--- src/common/csr_pkg.sv ---
package csr_pkg;

    localparam int DATA_W     = 32;
    localparam int CSR_ADDR_W = 14;
    localparam int ECODE_W    = 6;
    localparam int ESUBCODE_W = 9;
    localparam int HWI_W      = 8;
    localparam int INT_W      = 13;

    // crmd fields
    localparam logic [DATA_W-1:0] CRMD_MASK  = 32'h0000_01ff;
    localparam logic [DATA_W-1:0] CRMD_RESET = 32'h0000_0008;
    localparam int CRMD_PLV_MSB = 1;
    localparam int CRMD_IE      = 2;

    // writable fields of the other exception registers
    localparam logic [DATA_W-1:0] PRMD_MASK   = 32'h0000_0007;
    localparam logic [DATA_W-1:0] ECFG_MASK   = 32'h0000_1fff;
    localparam logic [DATA_W-1:0] ESTAT_WMASK = 32'h0000_0003;

    // estat fields
    localparam int ESTAT_HWI_LSB   = 2;
    localparam int ESTAT_TI        = 11;
    localparam int ESTAT_IPI       = 12;
    localparam int ESTAT_ECODE_LSB = 16;
    localparam int ESTAT_ESUB_LSB  = 22;

    // eentry is 64-byte aligned
    localparam int EENTRY_ALIGN = 6;

    // timer fields
    localparam int TCFG_EN       = 0;
    localparam int TCFG_PERIODIC = 1;
    localparam int TICLR_CLR     = 0;

    typedef enum logic [CSR_ADDR_W-1:0] {
        CRMD   = 14'h00,
        PRMD   = 14'h01,
        ECFG   = 14'h04,
        ESTAT  = 14'h05,
        ERA    = 14'h06,
        EENTRY = 14'h0c,
        SAVE0  = 14'h30,
        SAVE1  = 14'h31,
        SAVE2  = 14'h32,
        SAVE3  = 14'h33,
        TID    = 14'h40,
        TCFG   = 14'h41,
        TVAL   = 14'h42,
        TICLR  = 14'h44
    } csr_addr_e;

    typedef struct packed {
        logic                  en;
        logic [CSR_ADDR_W-1:0] addr;
        logic [DATA_W-1:0]     data;
    } csr_wr_t;

    typedef struct packed {
        logic                  except;
        logic                  ertn;
        logic [DATA_W-1:0]     epc;
        logic [ECODE_W-1:0]    ecode;
        logic [ESUBCODE_W-1:0] esubcode;
    } trap_event_t;

    // one strobe per register held outside the access block
    typedef struct packed {
        logic              crmd;
        logic              prmd;
        logic              ecfg;
        logic              estat;
        logic              era;
        logic              eentry;
        logic              tid;
        logic              tcfg;
        logic              ticlr;
        logic [DATA_W-1:0] data;
    } csr_wsel_t;

    typedef struct packed {
        logic [DATA_W-1:0] crmd;
        logic [DATA_W-1:0] prmd;
        logic [DATA_W-1:0] ecfg;
        logic [DATA_W-1:0] estat;
        logic [DATA_W-1:0] era;
        logic [DATA_W-1:0] eentry;
    } trap_view_t;

    typedef struct packed {
        logic [DATA_W-1:0] tid;
        logic [DATA_W-1:0] tcfg;
        logic [DATA_W-1:0] tval;
    } timer_view_t;

endpackage

--- src/design/csr_access.sv ---
`timescale 1ns/1ps

module csr_access (
    input  logic                        clk,
    input  logic                        rst,
    input  csr_pkg::csr_addr_e          raddr,
    input  csr_pkg::csr_wr_t            wr,
    output csr_pkg::csr_wsel_t          wsel,
    input  csr_pkg::trap_view_t         trap_view,
    input  csr_pkg::timer_view_t        timer_view,
    output logic [csr_pkg::DATA_W-1:0]  rdata
);
    import csr_pkg::*;

    logic [DATA_W-1:0] save [4];
    logic [3:0]        save_we;

    // address decode into strobes
    always_comb
    begin
        wsel      = '0;
        wsel.data = wr.data;
        save_we   = '0;
        if (wr.en)
        begin
            case (wr.addr)
                CRMD:    wsel.crmd   = 1'b1;
                PRMD:    wsel.prmd   = 1'b1;
                ECFG:    wsel.ecfg   = 1'b1;
                ESTAT:   wsel.estat  = 1'b1;
                ERA:     wsel.era    = 1'b1;
                EENTRY:  wsel.eentry = 1'b1;
                TID:     wsel.tid    = 1'b1;
                TCFG:    wsel.tcfg   = 1'b1;
                TICLR:   wsel.ticlr  = 1'b1;
                SAVE0:   save_we[0]  = 1'b1;
                SAVE1:   save_we[1]  = 1'b1;
                SAVE2:   save_we[2]  = 1'b1;
                SAVE3:   save_we[3]  = 1'b1;
                default: save_we     = '0;
            endcase
        end
    end

    // scratch registers hold the full word
    always_ff @(posedge clk)
    begin
        for (int i = 0; i < 4; i++)
        begin
            if (save_we[i])
                save[i] <= wr.data;
        end
    end

    always_comb
    begin
        case (raddr)
            CRMD:    rdata = trap_view.crmd;
            PRMD:    rdata = trap_view.prmd;
            ECFG:    rdata = trap_view.ecfg;
            ESTAT:   rdata = trap_view.estat;
            ERA:     rdata = trap_view.era;
            EENTRY:  rdata = trap_view.eentry;
            SAVE0:   rdata = save[0];
            SAVE1:   rdata = save[1];
            SAVE2:   rdata = save[2];
            SAVE3:   rdata = save[3];
            TID:     rdata = timer_view.tid;
            TCFG:    rdata = timer_view.tcfg;
            TVAL:    rdata = timer_view.tval;
            // ticlr reads as zero
            default: rdata = '0;
        endcase
    end

    a_one_target: assert property (@(posedge clk) disable iff (rst)
        $onehot0({wsel.crmd, wsel.prmd, wsel.ecfg, wsel.estat, wsel.era,
                  wsel.eentry, wsel.tid, wsel.tcfg, wsel.ticlr, save_we}));

endmodule

--- src/trap/csr_trap.sv ---
`timescale 1ns/1ps

module csr_trap (
    input  logic                        clk,
    input  logic                        rst,
    input  csr_pkg::csr_wsel_t          wsel,
    input  csr_pkg::trap_event_t        evt,
    input  logic [csr_pkg::HWI_W-1:0]   hwi,
    input  logic                        ipi,
    input  logic                        timer_irq,
    output csr_pkg::trap_view_t         view,
    output logic                        is_interrupt,
    output logic [csr_pkg::DATA_W-1:0]  trap_entry,
    output logic [csr_pkg::DATA_W-1:0]  era_out,
    output logic [csr_pkg::DATA_W-1:0]  crmd_out
);
    import csr_pkg::*;

    logic [DATA_W-1:0]              crmd;
    logic [DATA_W-1:0]              prmd;
    logic [DATA_W-1:0]              ecfg;
    logic [DATA_W-1:0]              estat;
    logic [DATA_W-1:0]              era;
    logic [DATA_W-1:EENTRY_ALIGN]   eentry_hi;

    // crmd priority is exception over return over write
    always_ff @(posedge clk)
    begin
        if (rst)
            crmd <= CRMD_RESET;
        else if (evt.except)
        begin
            crmd[CRMD_PLV_MSB:0] <= '0;
            crmd[CRMD_IE]        <= 1'b0;
        end
        else if (evt.ertn)
        begin
            crmd[CRMD_PLV_MSB:0] <= prmd[CRMD_PLV_MSB:0];
            crmd[CRMD_IE]        <= prmd[CRMD_IE];
        end
        else if (wsel.crmd)
            crmd <= wsel.data & CRMD_MASK;
    end

    // prmd saves the mode on entry
    always_ff @(posedge clk)
    begin
        if (rst)
            prmd <= '0;
        else if (evt.except)
        begin
            prmd[CRMD_PLV_MSB:0] <= crmd[CRMD_PLV_MSB:0];
            prmd[CRMD_IE]        <= crmd[CRMD_IE];
        end
        else if (wsel.prmd)
            prmd <= wsel.data & PRMD_MASK;
    end

    always_ff @(posedge clk)
    begin
        if (rst)
            ecfg <= '0;
        else if (wsel.ecfg)
            ecfg <= wsel.data & ECFG_MASK;
    end

    always_ff @(posedge clk)
    begin
        if (rst)
            estat <= '0;
        else
        begin
            // interrupt lines sampled every cycle
            estat[ESTAT_HWI_LSB +: HWI_W] <= hwi;
            estat[ESTAT_TI]               <= timer_irq;
            estat[ESTAT_IPI]              <= ipi;
            if (evt.except)
            begin
                estat[ESTAT_ECODE_LSB +: ECODE_W]   <= evt.ecode;
                estat[ESTAT_ESUB_LSB +: ESUBCODE_W] <= evt.esubcode;
            end
            else if (wsel.estat)
                estat[1:0] <= wsel.data[1:0] & ESTAT_WMASK[1:0];
        end
    end

    always_ff @(posedge clk)
    begin
        if (evt.except)
            era <= evt.epc;
        else if (wsel.era)
            era <= wsel.data;
    end

    always_ff @(posedge clk)
    begin
        if (wsel.eentry)
            eentry_hi <= wsel.data[DATA_W-1:EENTRY_ALIGN];
    end

    always_comb
    begin
        view.crmd   = crmd;
        view.prmd   = prmd;
        view.ecfg   = ecfg;
        view.estat  = estat;
        view.era    = era;
        view.eentry = {eentry_hi, {EENTRY_ALIGN{1'b0}}};
    end

    assign is_interrupt = crmd[CRMD_IE] & (|(estat[INT_W-1:0] & ecfg[INT_W-1:0]));
    assign trap_entry   = view.eentry;
    assign era_out      = era;
    assign crmd_out     = crmd;

    a_no_except_ertn: assert property (@(posedge clk) disable iff (rst)
        !(evt.except && evt.ertn));

endmodule

--- src/timer/csr_timer.sv ---
`timescale 1ns/1ps

module csr_timer (
    input  logic                   clk,
    input  logic                   rst,
    input  csr_pkg::csr_wsel_t     wsel,
    output csr_pkg::timer_view_t   view,
    output logic                   timer_irq
);
    import csr_pkg::*;

    logic [DATA_W-1:0] tid;
    logic [DATA_W-1:0] tcfg;
    logic [DATA_W-1:0] tval;
    logic              timer_en;
    logic              expire;

    assign expire = timer_en && (tval == '0);

    always_ff @(posedge clk)
    begin
        if (rst)
        begin
            tid  <= '0;
            tcfg <= '0;
        end
        else
        begin
            if (wsel.tid)
                tid <= wsel.data;
            if (wsel.tcfg)
                tcfg <= wsel.data;
        end
    end

    // one-shot mode drops enable at expiry
    always_ff @(posedge clk)
    begin
        if (rst)
            timer_en <= 1'b0;
        else if (wsel.tcfg)
            timer_en <= wsel.data[TCFG_EN];
        else if (expire)
            timer_en <= tcfg[TCFG_PERIODIC];
    end

    always_ff @(posedge clk)
    begin
        if (wsel.tcfg)
            tval <= {wsel.data[DATA_W-1:2], 2'b00};
        else if (expire)
            tval <= tcfg[TCFG_PERIODIC] ? {tcfg[DATA_W-1:2], 2'b00} : '1;
        else if (timer_en)
            tval <= tval - 1'b1;
    end

    // clear wins over a new expiry
    always_ff @(posedge clk)
    begin
        if (rst)
            timer_irq <= 1'b0;
        else if (wsel.ticlr && wsel.data[TICLR_CLR])
            timer_irq <= 1'b0;
        else if (expire)
            timer_irq <= 1'b1;
    end

    always_comb
    begin
        view.tid  = tid;
        view.tcfg = tcfg;
        view.tval = tval;
    end

    a_hold_when_off: assert property (@(posedge clk) disable iff (rst)
        (!timer_en && !wsel.tcfg) |=> $stable(tval));

endmodule

--- src/design/csr_unit.sv ---
`timescale 1ns/1ps

module csr_unit (
    input  logic                        clk,
    input  logic                        rst,
    input  csr_pkg::csr_addr_e          raddr,
    output logic [csr_pkg::DATA_W-1:0]  rdata,
    input  csr_pkg::csr_wr_t            wr,
    input  csr_pkg::trap_event_t        evt,
    input  logic [csr_pkg::HWI_W-1:0]   hwi,
    input  logic                        ipi,
    output logic                        is_interrupt,
    output logic [csr_pkg::DATA_W-1:0]  trap_entry,
    output logic [csr_pkg::DATA_W-1:0]  era_out,
    output logic [csr_pkg::DATA_W-1:0]  crmd_out
);
    import csr_pkg::*;

    csr_wsel_t   wsel;
    trap_view_t  trap_view;
    timer_view_t timer_view;
    logic        timer_irq;

    csr_access u_access (
        .clk        (clk),
        .rst        (rst),
        .raddr      (raddr),
        .wr         (wr),
        .wsel       (wsel),
        .trap_view  (trap_view),
        .timer_view (timer_view),
        .rdata      (rdata)
    );

    csr_trap u_trap (
        .clk          (clk),
        .rst          (rst),
        .wsel         (wsel),
        .evt          (evt),
        .hwi          (hwi),
        .ipi          (ipi),
        .timer_irq    (timer_irq),
        .view         (trap_view),
        .is_interrupt (is_interrupt),
        .trap_entry   (trap_entry),
        .era_out      (era_out),
        .crmd_out     (crmd_out)
    );

    csr_timer u_timer (
        .clk       (clk),
        .rst       (rst),
        .wsel      (wsel),
        .view      (timer_view),
        .timer_irq (timer_irq)
    );

endmodule

--- config.mk ---
export PLATFORM = sky130hd
export DESIGN_NAME = csr_unit
export DESIGN_NICKNAME = d
export VERILOG_FILES = /design/src/common/csr_pkg.sv /design/src/design/csr_access.sv /design/src/trap/csr_trap.sv /design/src/timer/csr_timer.sv /design/src/design/csr_unit.sv
export SDC_FILE = /design/constraint.sdc
export NUM_CORES = 1
export LEC_CHECK = 0
export BUFFER_PORTS_ARGS = -buffer_cell sky130_fd_sc_hd__clkbuf_2
export CORE_UTILIZATION = 50
export CTS_CLUSTER_SIZE = 40
export DETAILED_ROUTE_END_ITERATION = 10
export PLACE_DENSITY = 0.73
export SLEW_MARGIN = 20
export SYNTH_ARGS = -nofsm -noshare
export SYNTH_HDL_FRONTEND = slang
export SYNTH_SLANG_ARGS = --single-unit
--- constraint.sdc ---
create_clock -name clk -period 4.55 [get_ports clk]
set_input_delay 0.2275 -clock clk [delete_from_list [all_inputs] [get_ports clk]]
set_output_delay 0.2275 -clock clk [all_outputs]
set_load 0.1 [all_outputs]
=== Yosys cells after proc, flatten, opt, wreduce, memory -nomap -nowiden ===
Memories as Yosys holds them, arrays and structs flattened.
Cells that the tools add are included.

* $add $sub $neg: 1
* Multiply operators: 0
* Div/mod/pow operators: 0
* Magnitude comparators: 0
* Equality and inequality tests: 24
* Shift-type cells: 0
* Multiplexer cells: 45
* Bitwise operators: 4
* Reductions and logical operators: 19

{| class="wikitable"
|+ Operators with widths
! operator !! number
|-
| case mux 32 bit (13 select lines) || 1
|-
| two-way mux 32 bit || 9
|-
| equality test 14 x 6 -> 1 bit, second input constant || 8
|-
| OR reduction 32 bit || 3
|-
| equality test 14 x 3 -> 1 bit, second input constant || 6
|-
| equality test 14 x 7 -> 1 bit, second input constant || 6
|-
| zero test 32 bit || 1
|-
| subtractor 32 x 1 -> 32 bit, second input constant || 1
|-
| equality test 14 x 1 -> 1 bit, second input constant || 2
|-
| equality test 14 x 4 -> 1 bit, second input constant || 2
|-
| zero test 14 bit || 2
|-
| two-way mux 1 bit || 26
|-
| AND 13 bit || 1
|-
| OR reduction 13 bit || 1
|-
| two-way mux 3 bit || 4
|-
| nonzero test 2 bit || 5
|-
| two-way mux 9 bit || 1
|-
| two-way mux 2 bit || 3
|-
| two-way mux 4 bit || 1
|-
| OR reduction 2 bit || 2
|-
| AND reduction 3 bit || 1
|-
| nonzero test 3 bit || 1
|-
| logical AND 1 bit || 2
|-
| NOT 1 bit || 2
|-
| other kinds (2) || 2
|}

* Flip-flop bits (word level): 208
* Latch bits: 0
* Memory bits (writable): 128
* Memory bits (read-only): 0
* Input port bits: 121
* Output and inout bits: 129
* Memories kept: 1

{| class="wikitable"
|+ Memories
! name !! depth !! bits a word !! read ports !! clocked after memory_dff !! wr ports !! line !! RTL
|-
| u_access.save || 4 || 32 || 4 || 0 || 1 || csr_access.sv:15 || <nowiki>logic [DATA_W-1:0] save [4];</nowiki>
|}

=== Depth between registers and ports, before layout ===
* Depth in word-level cells: 9
* Gate-level depth with buffers: 8
* Mapped depth without buffers: 7

=== By module ===
Synthesis repeated with hierarchy kept, for this count alone.

* Cells, all modules: 1563
* Area, all modules: 17429.2 sq um

{| class="wikitable"
|+ Modules (own cells, without submodules)
! module !! instances !! cells an instance !! area an instance (sq um) !! sequential area each (sq um)
|-
| csr_access || 1 || 641 || 7551.0 || 3843.7
|-
| csr_trap || 1 || 447 || 5375.2 || 2782.7
|-
| csr_timer || 1 || 475 || 4503.1 || 2262.2
|}

=== Worst setup path before layout ===
No wires, ideal clock.

* Path type: input port to flip-flop
* Start point: in wr[42] in the netlist's numbering
* End point: reg u_trap.era[0] (netlist: u_trap.era_out[0]), enable pin
* Setup time: 511 ps
* Arrival: 4130 ps
* Setup slack: -91 ps
* Cell stages on the path: 3
* Buffers on the path: 0
* Path through: nor4b_2 > nand4_1 > o41ai_1

* Cells in the longest elaborated chain, start to end: 4

{| class="wikitable"
|+ RTL lines
! what !! line !! RTL
|-
| start, declared || csr_unit.sv:8 || <nowiki>input csr_pkg::csr_wr_t wr,</nowiki>
|-
| equality test 14 x 3 -> 1 bit || csr_access.sv:26 || <nowiki>case (wr.addr)</nowiki>
|-
| two-way mux 1 bit || csr_access.sv:26 ||
|-
| two-way mux 9 bit || csr_access.sv:24 || <nowiki>if (wr.en)</nowiki>
|-
| nonzero test 2 bit (no line) || n/a ||
|-
| end signal, assigned || csr_trap.sv:90 || <nowiki>era <= evt.epc;</nowiki>
|-
| end signal, assigned || csr_trap.sv:92 || <nowiki>era <= wsel.data;</nowiki>
|-
| end, declared || csr_trap.sv:23 || <nowiki>logic [DATA_W-1:0] era;</nowiki>
|}

No other way between the ends.
A chain may end at the register's enable or synchronous reset.

=== Final worst setup path ===
* Start point: reg u_timer.tval[10]
* End point: reg u_timer.tval[23], data pin

* Cells in the longest elaborated chain, start to end: 4
* Elaborated cells between the ends (all ways): 6

{| class="wikitable"
|+ RTL lines
! what !! line !! RTL
|-
| start, declared || csr_timer.sv:14 || <nowiki>logic [DATA_W-1:0] tval;</nowiki>
|-
| start signal, assigned || csr_timer.sv:50 || <nowiki>tval <= {wsel.data[DATA_W-1:2], 2'b00};</nowiki>
|-
| start signal, assigned || csr_timer.sv:52 || <nowiki>tval <= tcfg[TCFG_PERIODIC] ? {tcfg[DATA_W-1:2], 2'b00} : '1;</nowiki>
|-
| start signal, assigned || csr_timer.sv:54 || <nowiki>tval <= tval - 1'b1;</nowiki>
|-
| subtractor 32 x 1 -> 32 bit / zero test 32 bit (equally long branches) || csr_timer.sv:54, csr_timer.sv:18 ||
|-
| two-way mux 32 bit / logical AND 1 bit (equally long branches) || csr_timer.sv:53, csr_timer.sv:18 ||
|-
| two-way mux 32 bit (*) || csr_timer.sv:51 || <nowiki>else if (expire)</nowiki>
|-
| two-way mux 32 bit (*) || csr_timer.sv:49 || <nowiki>if (wsel.tcfg)</nowiki>
|}

Mark *: on every way between the ends. The rest lies on a longest branch, timed or not. The select of a mux whose other input is x is not followed.

==> flow_summary.yaml <==
cts:
  cts-resized-gates: 0
  postCtsSetupBuffers: 0
  cts_root_buf: "clkbuf_16"
  cts_num_sinks: 336
  cts_buffers: 36
  cts_tree: "done"
  clk_latency_ps: 530
  clk_pin_slew_ps: 60
  cts_buffer_depth: 3
  htree_levels: 2
setup_path:
  crit_start: "u_timer.tval[10]$_DFFE_PP_"
  slowest_stage: "or4_1"
  crit_required_ps: 4820
  cp-start-kind: "flip-flop"
  r2r_slack_ps: 1200
  worstSetupEndpoint: "u_timer.tval[23]$_DFFE_PP_"
  reg2reg_depth: 5
  critPathMaxFanout: 20
  crit_path_max_incr_delay_ps: 1120
  rr_endpoint: "u_timer.tval[23]$_DFFE_PP_"
  end_kind: "flip-flop"
  r2r-start: "u_timer.tval[10]$_DFFE_PP_"
  crit_type: "reg -> reg"
  cp.arrival_ps: 3620
  critical_path_buf_inv_count: 0
  cp.depth: 5
  path_cells: "nor4_2, nand4_1, or4_1, o221ai_1, o21ai_1"
  cp_top_family: "simple AND/OR/NAND/NOR gates"
power_and_ir_drop:
  comb_power_share_pct: 9.2
  p_sw_share_pct: 25.1
  switchingPower_uw: 1760
  seqPwrFrac_pct: 47.3
  p_leak_uw: 0.00647
  finalPower_uw: 7020
  clkPwrFrac_pct: 43.4
  peakVddDrop_uv: 255
  power_density_nw_per_um2: 382
  intPower_uw: 5260
placement:
  gp_congestion: 0.922
  dp_hpwl_um: 31200
  port_buffers: 220
cells_and_area:
  area_delta_synth_final_pct: 19.5
  final_common_cell: "edfxtp_1"
  fin_util_pct: 61.4
  diodes: 0
  drive_gt1_share_pct: 27.2
  fillers: 2273
  mostFrequentLayoutCells: "216 x edfxtp_1, 187 x clkbuf_2, 156 x nand2_1"
  final_nets: 1575
routing:
  ant_nets: 0
  postRouteWirelength_um: 46600
  drc: 0
  wl_per_cell_um: 24.9
  via_per_inst: 6.26
  vias: 11700
  first_pass_iters: 7
  drt_iter0_drc: 1783
floorplanning:
  die_area_um2: 31500
  core_area_um2: 30000
  die_y_um: 177
  die_width_um: 177
  row_count: 63
  pin_count: 250
  start_util_pct: 51.4
logic_synthesis:
  synth-seq-cells: 336
  avgSynthCellArea_um2: 12.0
  synthArstFlopShare_pct: 0
  synth_cell_types: 66
  yosysWarnings: 0
  synth-main-ff-cell: "edfxtp_1"
  synth_edf_count: 216
  yosysSeqAreaShare_pct: 57.8
  syn_inst: 1282
  syn_area_um2: 15400
timing:
  maxSlewHeadroom_pct: 35.2
  worst_pin_slew_ps: 970
  finalClockSkew_ps: 7.97
  final.min_clock_period_ps: 3350
  min_period_over_period_pct: 73.6
  fmax_ghz: 0.299
  setup-tns-final_ps: 0
  setup_viol: 0
  whs_ps: 7.07
  rsz0062_at_grt: "no"
  finalMaxSlewViolations: 0
  hold_viol_final: 0
global_routing:
  first_global_vias: 11400
  grt_max_degree: 52
  antenna_found_initial: 1
  grt_util_all_layers_pct: 29.8
  grt-ovfl-total: 0
  grt_pass1_wl_um: 69600
outcome:
  status: "completed"
worst_hold_path:
  hp-class: "in -> reg"
job:
  cap_violations: 0
-- worst reg2reg max path, delay by kind of cell (launching register included) --
kind,cells,cell delay [ps]
flip-flops,1,490
AO/OA/AOI/OAI,2,460
AND/OR/NAND/NOR,3,2150
-- through the flow --
stage	area, µm²	cells	setup slack [ps]
finish	18400	1871	1200
global route	18400	1871	1010
CTS	18400	1871	1260
detailed placement	16800	1770	1270
global placement	16800	1770	1350
floorplan	15500	1310	1290
-- worst min-delay path by stage --
| stage | slack (ps) | cells past startpoint | start | to |
|---|---|---|---|---|
| after detailed placement | 450 | 2 | hwi[1] | u_trap.estat[3]$_SDFF_PP0_ |
| after floorplan | 330 | 0 | wr[0] | u_access.save[0][0]$_DFFE_PP_ |
| after global routing | 2 | 2 | evt[36] | u_trap.era_out[21]$_DFFE_PP_ |
| after global placement | 440 | 2 | u_timer.tid[28]$_SDFFE_PP0P_ | u_timer.tid[28]$_SDFFE_PP0P_ |
| after CTS | 0.2 | 2 | evt[46] | u_trap.era_out[31]$_DFFE_PP_ |
| final | 7 | 2 | evt[32] | u_trap.era_out[17]$_DFFE_PP_ |
-- per-layer routing --
| metal | vias up | share of wire (%) | GRT usage, % |
|---|---|---|---|
| met5 | - | 0.036 | 0 |
| met4 | 2 | 3.8 | 11.2 |
| met3 | 121 | 11 | 6.98 |
| met2 | 791 | 45 | 45.6 |
| met1 | 5713 | 39 | 41.3 |
| li1 | 5090 | - | - |
-- flip-flops by register name, indices dropped and copies added (netlist names) --
register and flops:
u_access.save 128, u_timer.tval 32, u_timer.timer_en 1, u_trap.eentry_hi 26, u_timer.tid 32, u_trap.ecfg 13, u_trap.crmd_out 9, u_timer.tcfg 32
u_trap.era_out 32, u_trap.estat 27, u_trap.prmd 3, u_timer.timer_irq 1
-- cell usage after synthesis (4+ instances only) --
cell       number  share of area [%]
a211oi_1        7               0.34
a21oi_1        71                2.3
a221oi_1        4               0.23
a222oi_1       32                2.1
a22o_1          8               0.46
a22oi_1        60                2.9
a2bb2oi_1       7               0.40
and3_1          4               0.16
buf_1           6               0.15
buf_2          19               0.62
buf_4          97                4.7
clkbuf_1       54                1.3
dfxtp_1       120                 16
edfxtp_1      216                 42
inv_1           8               0.20
mux2_2         32                2.3
mux2i_1        42                2.7
mux4_2         32                4.7
nand2_1       156                3.8
nand2b_1        4               0.16
nand3_1        12               0.39
nand4_1        12               0.49
nor2_1         84                2.0
nor2b_1        19               0.77
nor3_1         21               0.68
nor3b_2         8               0.65
nor4_1          9               0.37
nor4_2          4               0.33
nor4b_1         4               0.23
o211ai_1       28                1.4
o21ai_0         4               0.13
o21ai_1        11               0.36
o31ai_1        14               0.68
or2_2           4               0.16
or4_1           4               0.20
xnor2_1        19                1.1
-- logic make-up (layout without fill, tap and decap cells) --
kind of cell / Yosys count / count (layout) / share of synthesized area, %
mux: 106 / 106 / 9.76
simple gates: 364 / 364 / 11.6
flops: 336 / 336 / 57.8
fa+ha+maj: 1 / 1 / 0.0813
compound gates: 266 / 266 / 12.4
other cells: 1 / 29 / 0.0244
buf+inv: 186 / 357 / 7.11
xor+xnor: 22 / 22 / 1.25
-- power by group through the flow --
stage | combinational [µW] | clock [µW] | sequential (µW)
2_1_floorplan | 505 | 0 | 3370
3_3_place_gp | 612 | 0 | 3390
3_5_place_dp | 618 | 0 | 3390
4_1_cts | 644 | 3060 | 3320
5_1_grt | 676 | 3190 | 3330
6_report | 650 | 3050 | 3320
-- final cells by class --
type                       instances  area, µm²  area share (%)
clock buffer                      46        980            5.33
clock inverter                    20        262            1.42
inverter                           9       33.8           0.184
multi-input combinational        788       5590            30.4
sequential                       336       8890            48.3
tap                              390        488            2.65
timing repair buffer             282       2150            11.7
-- repair_timing --
item / CTS / global route
endpoints found under the setup margin: 0 / 0
hold buffers: 35 / 0
endpoints found under the hold margin: 35 / 0
Power figures use the tool's default switching activity.
